--- config.mk ---
export PLATFORM = sky130hd
export DESIGN_NAME = pattern_detect_top
export DESIGN_NICKNAME = d
export VERILOG_FILES = /design/src/design/pd_pkg.sv /design/src/design/pix_stream_if.sv /design/src/design/sliding_window.sv /design/src/design/laplace_stage.sv /design/src/design/correlate_stage.sv /design/src/design/max_pool_stage.sv /design/src/design/detect_counter.sv /design/src/design/pattern_detect_top.sv
export SDC_FILE = /design/constraint.sdc
export NUM_CORES = 2
export LEC_CHECK = 0
export BUFFER_PORTS_ARGS = -buffer_cell sky130_fd_sc_hd__buf_2
export CAP_MARGIN = 20
export CORE_MARGIN = 2
export CORE_UTILIZATION = 35
export DETAILED_ROUTE_END_ITERATION = 16
export PLACE_DENSITY_LB_ADDON = 0.25
export SLEW_MARGIN = 10
export SYNTH_ARGS = -nofsm -noshare
export SYNTH_HDL_FRONTEND = slang
export SYNTH_HIERARCHICAL = 1
export SYNTH_SLANG_ARGS = --single-unit
export TNS_END_PERCENT = 5
--- constraint.sdc ---
create_clock -name clk -period 8.5 [get_ports clk]
set_clock_uncertainty 0.2 [all_clocks]
set_input_delay 1.7 -clock clk [delete_from_list [all_inputs] [get_ports clk]]
set_output_delay 1.7 -clock clk [all_outputs]
set_load 0.005 [all_outputs]
--- src/design/pd_pkg.sv ---
package pd_pkg;

	// raw greyscale pixel as it arrives from the image source
	typedef logic [3:0] pixel_t;

	// laplacian output, 4*15 at most on either side, so 8 bits signed is plenty
	typedef logic signed [7:0] lap_t;

	// correlation sum, sized for a 5x5 template with full-range weights
	typedef logic signed [19:0] corr_t;

	typedef logic signed [7:0] weight_t;

	typedef logic [7:0] count_t;

	// states of the detection counter
	typedef enum logic [1:0] {
		COUNT_IDLE   = 2'd0,
		COUNT_RUN    = 2'd1,
		COUNT_REPORT = 2'd2
	} count_state_e;

	// zero extends a pixel into the signed laplacian range
	function automatic lap_t pix_to_lap(pixel_t p);
		lap_t v;
		v = lap_t'({{($bits(lap_t) - $bits(pixel_t)){1'b0}}, p});
		return v;
	endfunction

	// signed maximum of two correlation values
	function automatic corr_t corr_max(corr_t a, corr_t b);
		corr_t m;
		if (a >= b) begin
			m = a;
		end else begin
			m = b;
		end
		return m;
	endfunction

endpackage

--- src/design/pix_stream_if.sv ---
`timescale 1ns/1ps

// valid-only sample stream between pipeline stages, no back-pressure
interface pix_stream_if #(
	parameter int dw = 8
);

	logic valid;
	logic signed [dw-1:0] data;
	// last sample of a row
	logic eol;
	// last sample of a frame, always raised together with eol
	logic eof;

	modport producer (
		output valid,
		output data,
		output eol,
		output eof
	);

	modport consumer (
		input valid,
		input data,
		input eol,
		input eof
	);

endinterface

--- src/design/sliding_window.sv ---
`timescale 1ns/1ps

module sliding_window #(
	parameter int cols = 16,
	parameter int rows = 16,
	parameter int k = 3,
	parameter int dw = 8
) (
	input  logic clk,
	input  logic rst,
	input  logic in_valid,
	input  logic [dw-1:0] in_data,
	output logic win_valid,
	output logic [k*k-1:0][dw-1:0] win_data,
	output logic win_eol,
	output logic win_eof
);

	localparam int cw = (cols > 1) ? $clog2(cols) : 1;
	localparam int rw = (rows > 1) ? $clog2(rows) : 1;

	logic [cw-1:0] col_q;
	logic [rw-1:0] row_q;

	// line buffer 0 holds the previous row, line buffer k-2 the oldest row
	logic [dw-1:0] line_mem [k-1][cols];

	// the k-1 older columns of the window, row 0 is the oldest image row
	logic [dw-1:0] hist_q [k][k-1];

	// column completed by the current pixel, top to bottom
	logic [dw-1:0] col_vec [k];

	always_comb begin
		for (int r = 0; r < k - 1; r++) begin
			col_vec[r] = line_mem[k-2-r][col_q];
		end
		col_vec[k-1] = in_data;
	end

	always_ff @(posedge clk) begin
		if (in_valid) begin
			line_mem[0][col_q] <= in_data;
			for (int i = 1; i < k - 1; i++) begin
				line_mem[i][col_q] <= line_mem[i-1][col_q];
			end
			for (int r = 0; r < k; r++) begin
				for (int c = 0; c < k - 2; c++) begin
					hist_q[r][c] <= hist_q[r][c+1];
				end
				hist_q[r][k-2] <= col_vec[r];
			end
		end
	end

	// raster position of the incoming pixel
	always_ff @(posedge clk) begin
		if (rst) begin
			col_q <= '0;
			row_q <= '0;
		end else if (in_valid) begin
			if (col_q == cw'(cols - 1)) begin
				col_q <= '0;
				row_q <= (row_q == rw'(rows - 1)) ? '0 : row_q + 1'b1;
			end else begin
				col_q <= col_q + 1'b1;
			end
		end
	end

	// the newest column comes straight from the input, so the window is complete
	// in the same cycle as the pixel that closes it
	always_comb begin
		for (int r = 0; r < k; r++) begin
			for (int c = 0; c < k - 1; c++) begin
				win_data[r*k+c] = hist_q[r][c];
			end
			win_data[r*k+k-1] = col_vec[r];
		end
	end

	assign win_valid = in_valid && (row_q >= rw'(k - 1)) && (col_q >= cw'(k - 1));
	assign win_eol = win_valid && (col_q == cw'(cols - 1));
	assign win_eof = win_eol && (row_q == rw'(rows - 1));

endmodule

--- src/design/laplace_stage.sv ---
`timescale 1ns/1ps

module laplace_stage import pd_pkg::*; #(
	parameter int img_cols = 16,
	parameter int img_rows = 16
) (
	input  logic clk,
	input  logic rst,
	input  logic pix_valid,
	input  pixel_t pix_data,
	pix_stream_if.producer lap_out
);

	logic win_valid;
	logic win_eol;
	logic win_eof;
	logic [8:0][$bits(pixel_t)-1:0] win;
	lap_t lap_val;

	sliding_window #(
		.cols(img_cols),
		.rows(img_rows),
		.k(3),
		.dw($bits(pixel_t))
	) u_window (
		.clk(clk),
		.rst(rst),
		.in_valid(pix_valid),
		.in_data(pix_data),
		.win_valid(win_valid),
		.win_data(win),
		.win_eol(win_eol),
		.win_eof(win_eof)
	);

	// cross kernel: centre at index 4, north 1, west 3, east 5, south 7
	assign lap_val = (pix_to_lap(win[4]) <<< 2)
		- pix_to_lap(win[1]) - pix_to_lap(win[7])
		- pix_to_lap(win[3]) - pix_to_lap(win[5]);

	always_ff @(posedge clk) begin
		if (rst) begin
			lap_out.valid <= 1'b0;
			lap_out.eol <= 1'b0;
			lap_out.eof <= 1'b0;
		end else begin
			lap_out.valid <= win_valid;
			lap_out.eol <= win_eol;
			lap_out.eof <= win_eof;
		end
	end

	always_ff @(posedge clk) begin
		if (win_valid) begin
			lap_out.data <= lap_val;
		end
	end

endmodule

--- src/design/correlate_stage.sv ---
`timescale 1ns/1ps

module correlate_stage import pd_pkg::*; #(
	parameter int cols = 14,
	parameter int rows = 14,
	parameter int tmpl_k = 3
) (
	input  logic clk,
	input  logic rst,
	input  logic tmpl_wr,
	input  logic [$clog2(tmpl_k*tmpl_k)-1:0] tmpl_addr,
	input  weight_t tmpl_data,
	pix_stream_if.consumer lap_in,
	pix_stream_if.producer corr_out
);

	localparam int nt = tmpl_k * tmpl_k;
	localparam int pw = $bits(lap_t) + $bits(weight_t);

	logic win_valid;
	logic win_eol;
	logic win_eof;
	logic [nt-1:0][$bits(lap_t)-1:0] win;

	// template weights in row-major order, written between frames
	weight_t weights [nt];

	logic signed [pw-1:0] prod_q [nt];
	logic prod_valid_q;
	logic prod_eol_q;
	logic prod_eof_q;
	corr_t acc;

	sliding_window #(
		.cols(cols),
		.rows(rows),
		.k(tmpl_k),
		.dw($bits(lap_t))
	) u_window (
		.clk(clk),
		.rst(rst),
		.in_valid(lap_in.valid),
		.in_data(lap_in.data),
		.win_valid(win_valid),
		.win_data(win),
		.win_eol(win_eol),
		.win_eof(win_eof)
	);

	always_ff @(posedge clk) begin
		if (tmpl_wr && (tmpl_addr < nt)) begin
			weights[tmpl_addr] <= tmpl_data;
		end
	end

	// first cycle: one product per window element
	always_ff @(posedge clk) begin
		if (win_valid) begin
			for (int i = 0; i < nt; i++) begin
				prod_q[i] <= lap_t'(win[i]) * weights[i];
			end
		end
	end

	// second cycle: adder tree over the registered products
	always_comb begin
		acc = '0;
		for (int i = 0; i < nt; i++) begin
			acc = acc + corr_t'(prod_q[i]);
		end
	end

	always_ff @(posedge clk) begin
		if (prod_valid_q) begin
			corr_out.data <= acc;
		end
	end

	always_ff @(posedge clk) begin
		if (rst) begin
			prod_valid_q <= 1'b0;
			prod_eol_q <= 1'b0;
			prod_eof_q <= 1'b0;
			corr_out.valid <= 1'b0;
			corr_out.eol <= 1'b0;
			corr_out.eof <= 1'b0;
		end else begin
			prod_valid_q <= win_valid;
			prod_eol_q <= win_eol;
			prod_eof_q <= win_eof;
			corr_out.valid <= prod_valid_q;
			corr_out.eol <= prod_eol_q;
			corr_out.eof <= prod_eof_q;
		end
	end

endmodule

--- src/design/max_pool_stage.sv ---
`timescale 1ns/1ps

module max_pool_stage import pd_pkg::*; #(
	parameter int out_cols = 12
) (
	input  logic clk,
	input  logic rst,
	pix_stream_if.consumer corr_in,
	pix_stream_if.producer pool_out
);

	localparam int pairs = out_cols / 2;
	localparam int iw = (pairs > 1) ? $clog2(pairs + 1) : 1;

	logic col_odd_q;
	logic row_odd_q;
	logic [iw-1:0] pair_q;
	corr_t even_q;
	// pairwise maxima of the last even row, one entry per column pair
	corr_t row_buf [pairs];
	corr_t in_val;
	corr_t pair_max;
	logic block_done;
	logic last_pair;

	assign in_val = corr_in.data;
	assign pair_max = corr_max(even_q, in_val);
	assign block_done = corr_in.valid && col_odd_q && row_odd_q;
	assign last_pair = (pair_q == iw'(pairs - 1));

	// parity and pair position; a trailing odd column never reaches an odd slot
	always_ff @(posedge clk) begin
		if (rst) begin
			col_odd_q <= 1'b0;
			row_odd_q <= 1'b0;
			pair_q <= '0;
		end else if (corr_in.valid) begin
			if (corr_in.eol) begin
				col_odd_q <= 1'b0;
				pair_q <= '0;
				row_odd_q <= corr_in.eof ? 1'b0 : !row_odd_q;
			end else begin
				col_odd_q <= !col_odd_q;
				if (col_odd_q) begin
					pair_q <= pair_q + 1'b1;
				end
			end
		end
	end

	always_ff @(posedge clk) begin
		if (corr_in.valid) begin
			if (!col_odd_q) begin
				even_q <= in_val;
			end else if (!row_odd_q) begin
				row_buf[pair_q] <= pair_max;
			end
		end
	end

	always_ff @(posedge clk) begin
		if (block_done) begin
			pool_out.data <= corr_max(row_buf[pair_q], pair_max);
		end
	end

	always_ff @(posedge clk) begin
		if (rst) begin
			pool_out.valid <= 1'b0;
			pool_out.eol <= 1'b0;
			pool_out.eof <= 1'b0;
		end else begin
			pool_out.valid <= block_done;
			pool_out.eol <= block_done && last_pair;
			pool_out.eof <= block_done && last_pair && corr_in.eof;
		end
	end

endmodule

--- src/design/detect_counter.sv ---
`timescale 1ns/1ps

module detect_counter import pd_pkg::*; #(
	parameter corr_t threshold = 20'sd40
) (
	input  logic clk,
	input  logic rst,
	pix_stream_if.consumer pool_in,
	output count_t detect_count,
	output logic frame_done
);

	count_state_e state_q;
	count_t run_q;
	count_t base;
	count_t next_cnt;
	logic hit;

	assign hit = (pool_in.data >= threshold);

	// a frame starts from zero unless a count is already running
	assign base = (state_q == COUNT_RUN) ? run_q : '0;
	assign next_cnt = base + count_t'(hit);

	assign frame_done = (state_q == COUNT_REPORT);

	always_ff @(posedge clk) begin
		if (rst) begin
			state_q <= COUNT_IDLE;
			run_q <= '0;
			detect_count <= '0;
		end else begin
			case (state_q)
				COUNT_RUN: begin
					if (pool_in.valid) begin
						run_q <= next_cnt;
						if (pool_in.eof) begin
							detect_count <= next_cnt;
							state_q <= COUNT_REPORT;
						end
					end
				end
				default: begin
					// idle, or the single report cycle of the previous frame
					if (pool_in.valid) begin
						run_q <= next_cnt;
						if (pool_in.eof) begin
							detect_count <= next_cnt;
							state_q <= COUNT_REPORT;
						end else begin
							state_q <= COUNT_RUN;
						end
					end else begin
						state_q <= COUNT_IDLE;
					end
				end
			endcase
		end
	end

endmodule

--- src/design/pattern_detect_top.sv ---
`timescale 1ns/1ps

module pattern_detect_top import pd_pkg::*; #(
	parameter int img_cols = 16,
	parameter int img_rows = 16,
	parameter int tmpl_k = 3,
	parameter corr_t threshold = 20'sd40
) (
	input  logic clk,
	input  logic rst,
	input  logic pix_valid,
	input  pixel_t pix_data,
	input  logic tmpl_wr,
	input  logic [$clog2(tmpl_k*tmpl_k)-1:0] tmpl_addr,
	input  weight_t tmpl_data,
	output count_t detect_count,
	output logic frame_done
);

	// the laplacian drops a one-pixel border, the correlation a further k-1
	localparam int lap_cols = img_cols - 2;
	localparam int lap_rows = img_rows - 2;
	localparam int corr_cols = lap_cols - tmpl_k + 1;

	pix_stream_if #(.dw($bits(lap_t))) lap_s ();
	pix_stream_if #(.dw($bits(corr_t))) corr_s ();
	pix_stream_if #(.dw($bits(corr_t))) pool_s ();

	laplace_stage #(
		.img_cols(img_cols),
		.img_rows(img_rows)
	) u_laplace (
		.clk(clk),
		.rst(rst),
		.pix_valid(pix_valid),
		.pix_data(pix_data),
		.lap_out(lap_s)
	);

	correlate_stage #(
		.cols(lap_cols),
		.rows(lap_rows),
		.tmpl_k(tmpl_k)
	) u_correlate (
		.clk(clk),
		.rst(rst),
		.tmpl_wr(tmpl_wr),
		.tmpl_addr(tmpl_addr),
		.tmpl_data(tmpl_data),
		.lap_in(lap_s),
		.corr_out(corr_s)
	);

	max_pool_stage #(
		.out_cols(corr_cols)
	) u_pool (
		.clk(clk),
		.rst(rst),
		.corr_in(corr_s),
		.pool_out(pool_s)
	);

	detect_counter #(
		.threshold(threshold)
	) u_detect (
		.clk(clk),
		.rst(rst),
		.pool_in(pool_s),
		.detect_count(detect_count),
		.frame_done(frame_done)
	);

endmodule

==> impl_metrics.py <==
metrics = {
    "sta": {
        "worstMarginPinSlew_ns": 1.05,
        "timing.fmax_mhz": 150,
        "fin_crit_sh": 0.783,
        "layout_setup_ws_ns": 1.85,
        "rsz0062_at_grt": "no",
        "finalMaxSlewViolations": 0,
        "hold_viol": 0,
        "relSlewSlack": 0.298,
        "setup-tns-final_ns": 0,
        "fin_crit_ns": 6.65,
        "finalSetupViolCount": 0,
    },
    "clock_tree": {
        "holdBufCountCts": 0,
        "clk_path_buf_depth": 3,
        "cts_tree": "yes",
        "cts_resized": 0,
        "cts_setup_buffers": 0,
        "h-tree-depth": 3,
        "clk_latency_ns": 0.76,
        "clkSlewWorstSetupHoldPaths_ns": 0.06,
        "numClockSinks": 868,
        "cts_made_buffers": 99,
        "cts-root-buf": "clkbuf_16",
    },
    "power_and_ir_drop": {
        "power.density_mw_per_mm2": 158,
        "p_leak_nw": 26.6,
        "switching_share": 0.257,
        "p_int_w": 0.00767,
        "p_clk_frac": 0.402,
        "peakVddDrop_mv": 0.179,
        "combPwrFrac": 0.136,
        "power_switching_w": 0.00265,
        "p_seq_frac": 0.463,
    },
    "synthesis": {
        "synth_cells": 4701,
        "synth_area_sq_mm": 0.0592,
        "avgSynthCellArea_sq_um": 12.6,
        "ys_warn_count": 6,
        "syn_nets": 5680,
    },
    "floorplan": {
        "die_w_um": 415,
        "die_h_um": 415,
        "placementRows": 150,
        "io_pins": 29,
        "coreArea_sq_mm": 0.168,
        "initial_utilization": 0.353,
        "die_area_sq_mm": 0.173,
    },
    "place": {
        "place_hpwl_um": 100000,
        "pre_cts_ws_ns": 1.78,
        "io_buffers": 28,
        "place_congestion": 0.815,
    },
    "worst_hold_path": {
        "hold_class": "register to register",
    },
    "critical_path": {
        "worstPathRequired_ns": 8.76,
        "end_kind": "register",
        "cp-start-kind": "register",
        "arrival_ns": 6.91,
        "path_class": "register to register",
        "critPathMaxFanout": 44,
    },
    "grt": {
        "grt_max_degree": 57,
        "grt-ovfl-total": 0,
        "grt_pass1_wl_um": 214000,
        "grt_use_total": 0.160,
        "grt_pass1_vias": 36600,
        "antenna_found_initial": 7,
    },
    "layout": {
        "fillers": 16000,
        "layout.nets": 5787,
        "syn2layout_area_growth_pct": 10.6,
        "drive_above_1_share": 0.0780,
    },
    "detailed_routing": {
        "first_pass_iters": 5,
        "post_drt_via_cell_ratio": 4.80,
        "remaining_drc_errors": 0,
        "drt_iter0_drc": 2223,
        "routed_wl_um": 135000,
        "num_vias": 34100,
        "ant_nets": 0,
        "wl_per_cell_um": 19.0,
    },
    "status": {
        "status": "finished clean",
    },
    "flow_run": {
        "maxCapViolCount": 0,
    },
}
-- worst max-delay path: stages (launching register included) --
cell and delay (ns):
dfxtp_4 0.85, buf_4 0.43, mux4_2 0.54, a22oi_1 0.32
o31ai_4 0.31, and2_1 0.31, fa_1 0.70, inv_1 0.12
fa_1 0.41, fa_1 0.51, fa_1 0.51, inv_1 0.04
ha_1 0.35, nor4b_1 0.18, a2111oi_0 0.42, o211ai_1 0.16
-- cell type report --
type,instances,area (sq um),share of cell area
multi-input cells,2790,29800,0.455
flip-flops and latches,868,25600,0.390
inverters,965,3620,0.0553
well taps,2204,2760,0.0421
clock buffers,122,2590,0.0396
clock inverters,58,608,0.00928
repair buffers,84,561,0.00855
diodes,1,2.50,0.0000382
-- worst paths after layout --
path / to / cells past startpoint / start / slack (ns)
hold / removal: u_correlate/corr_out.eof / 1 / u_correlate/prod_eof_q / 0.24
hold reg to reg: u_correlate/corr_out.eof / 1 / u_correlate/prod_eof_q / 0.24
setup / recovery: u_correlate/prod_q[0][94] / 15 / u_correlate/u_window/col_q[0] / 1.85
setup reg to reg: u_correlate/prod_q[0][94] / 15 / u_correlate/u_window/col_q[0] / 1.85
-- registers in the layout, summed over array words and instances, names as in the netlist, 16 cells and up, named ones only --
register / cells
u_correlate/corr_out.data: 20
u_correlate/prod_q: 144
u_correlate/u_window/hist_q: 48
u_correlate/u_window/line_mem: 224
u_correlate/weights: 72
u_laplace/u_window/hist_q: 16
u_laplace/u_window/line_mem: 128
u_pool/even_q: 20
u_pool/pool_out.data: 17
u_pool/row_buf: 120
-- layout by cell type (no fill, tap or decap), types with 13 or more instances in the layout --
| cell type | count |
|---|---|
| inv_1 | 965 |
| edfxtp_1 | 817 |
| fa_1 | 617 |
| and2_1 | 403 |
| ha_1 | 342 |
| nand2_1 | 228 |
| nor2_1 | 171 |
| xnor2_1 | 141 |
| clkbuf_16 | 100 |
| a21oi_1 | 94 |
| mux2i_1 | 63 |
| buf_4 | 56 |
| mux4_2 | 56 |
| mux2_2 | 49 |
| nand2b_1 | 46 |
| dfxtp_1 | 46 |
| nor2b_1 | 43 |
| a21o_1 | 37 |
| o21ai_1 | 36 |
| o21ai_0 | 36 |
| nor3_1 | 35 |
| nand3_1 | 32 |
| a22oi_1 | 32 |
| buf_2 | 28 |
| mux4_1 | 28 |
| clkbuf_1 | 21 |
| xor2_1 | 20 |
| o22ai_1 | 18 |
| o21a_1 | 17 |
| clkinv_1 | 16 |
| o211ai_1 | 16 |
| and3_1 | 16 |
| nand3b_1 | 14 |
| clkinv_2 | 13 |
| nor4_1 | 13 |
-- metrics by stage --
stage	total power, W	cell area (sq um)	instances	util	hold WS, ns
after floorplan	0.00592	59200	4701	-	0.214
after global placement	0.00627	62300	6910	0.372	0.231
after detailed placement	0.00629	62300	6910	0.372	0.236
after CTS	0.0105	65500	7090	0.391	0.254
after global routing	0.0108	65500	7091	0.391	0.272
final	0.0103	65500	7092	0.391	0.243
-- layer usage --
layer,track usage,part of all wire,up-vias
met1,0.224,0.47,17500
met2,0.266,0.48,597
met3,0.0207,0.040,126
met5,0,0.00012,-
met4,0.0358,0.017,2
li1,-,-,15800
-- power by group through the flow --
stage	clock (W)	sequential (W)	combinational [W]
6_report	0.00415	0.00478	0.00140
5_1_grt	0.00446	0.00478	0.00161
4_1_cts	0.00428	0.00478	0.00143
3_5_place_dp	0	0.00487	0.00142
3_3_place_gp	0	0.00487	0.00140
2_1_floorplan	0	0.00485	0.00107
Power figures use the tool's default switching activity.
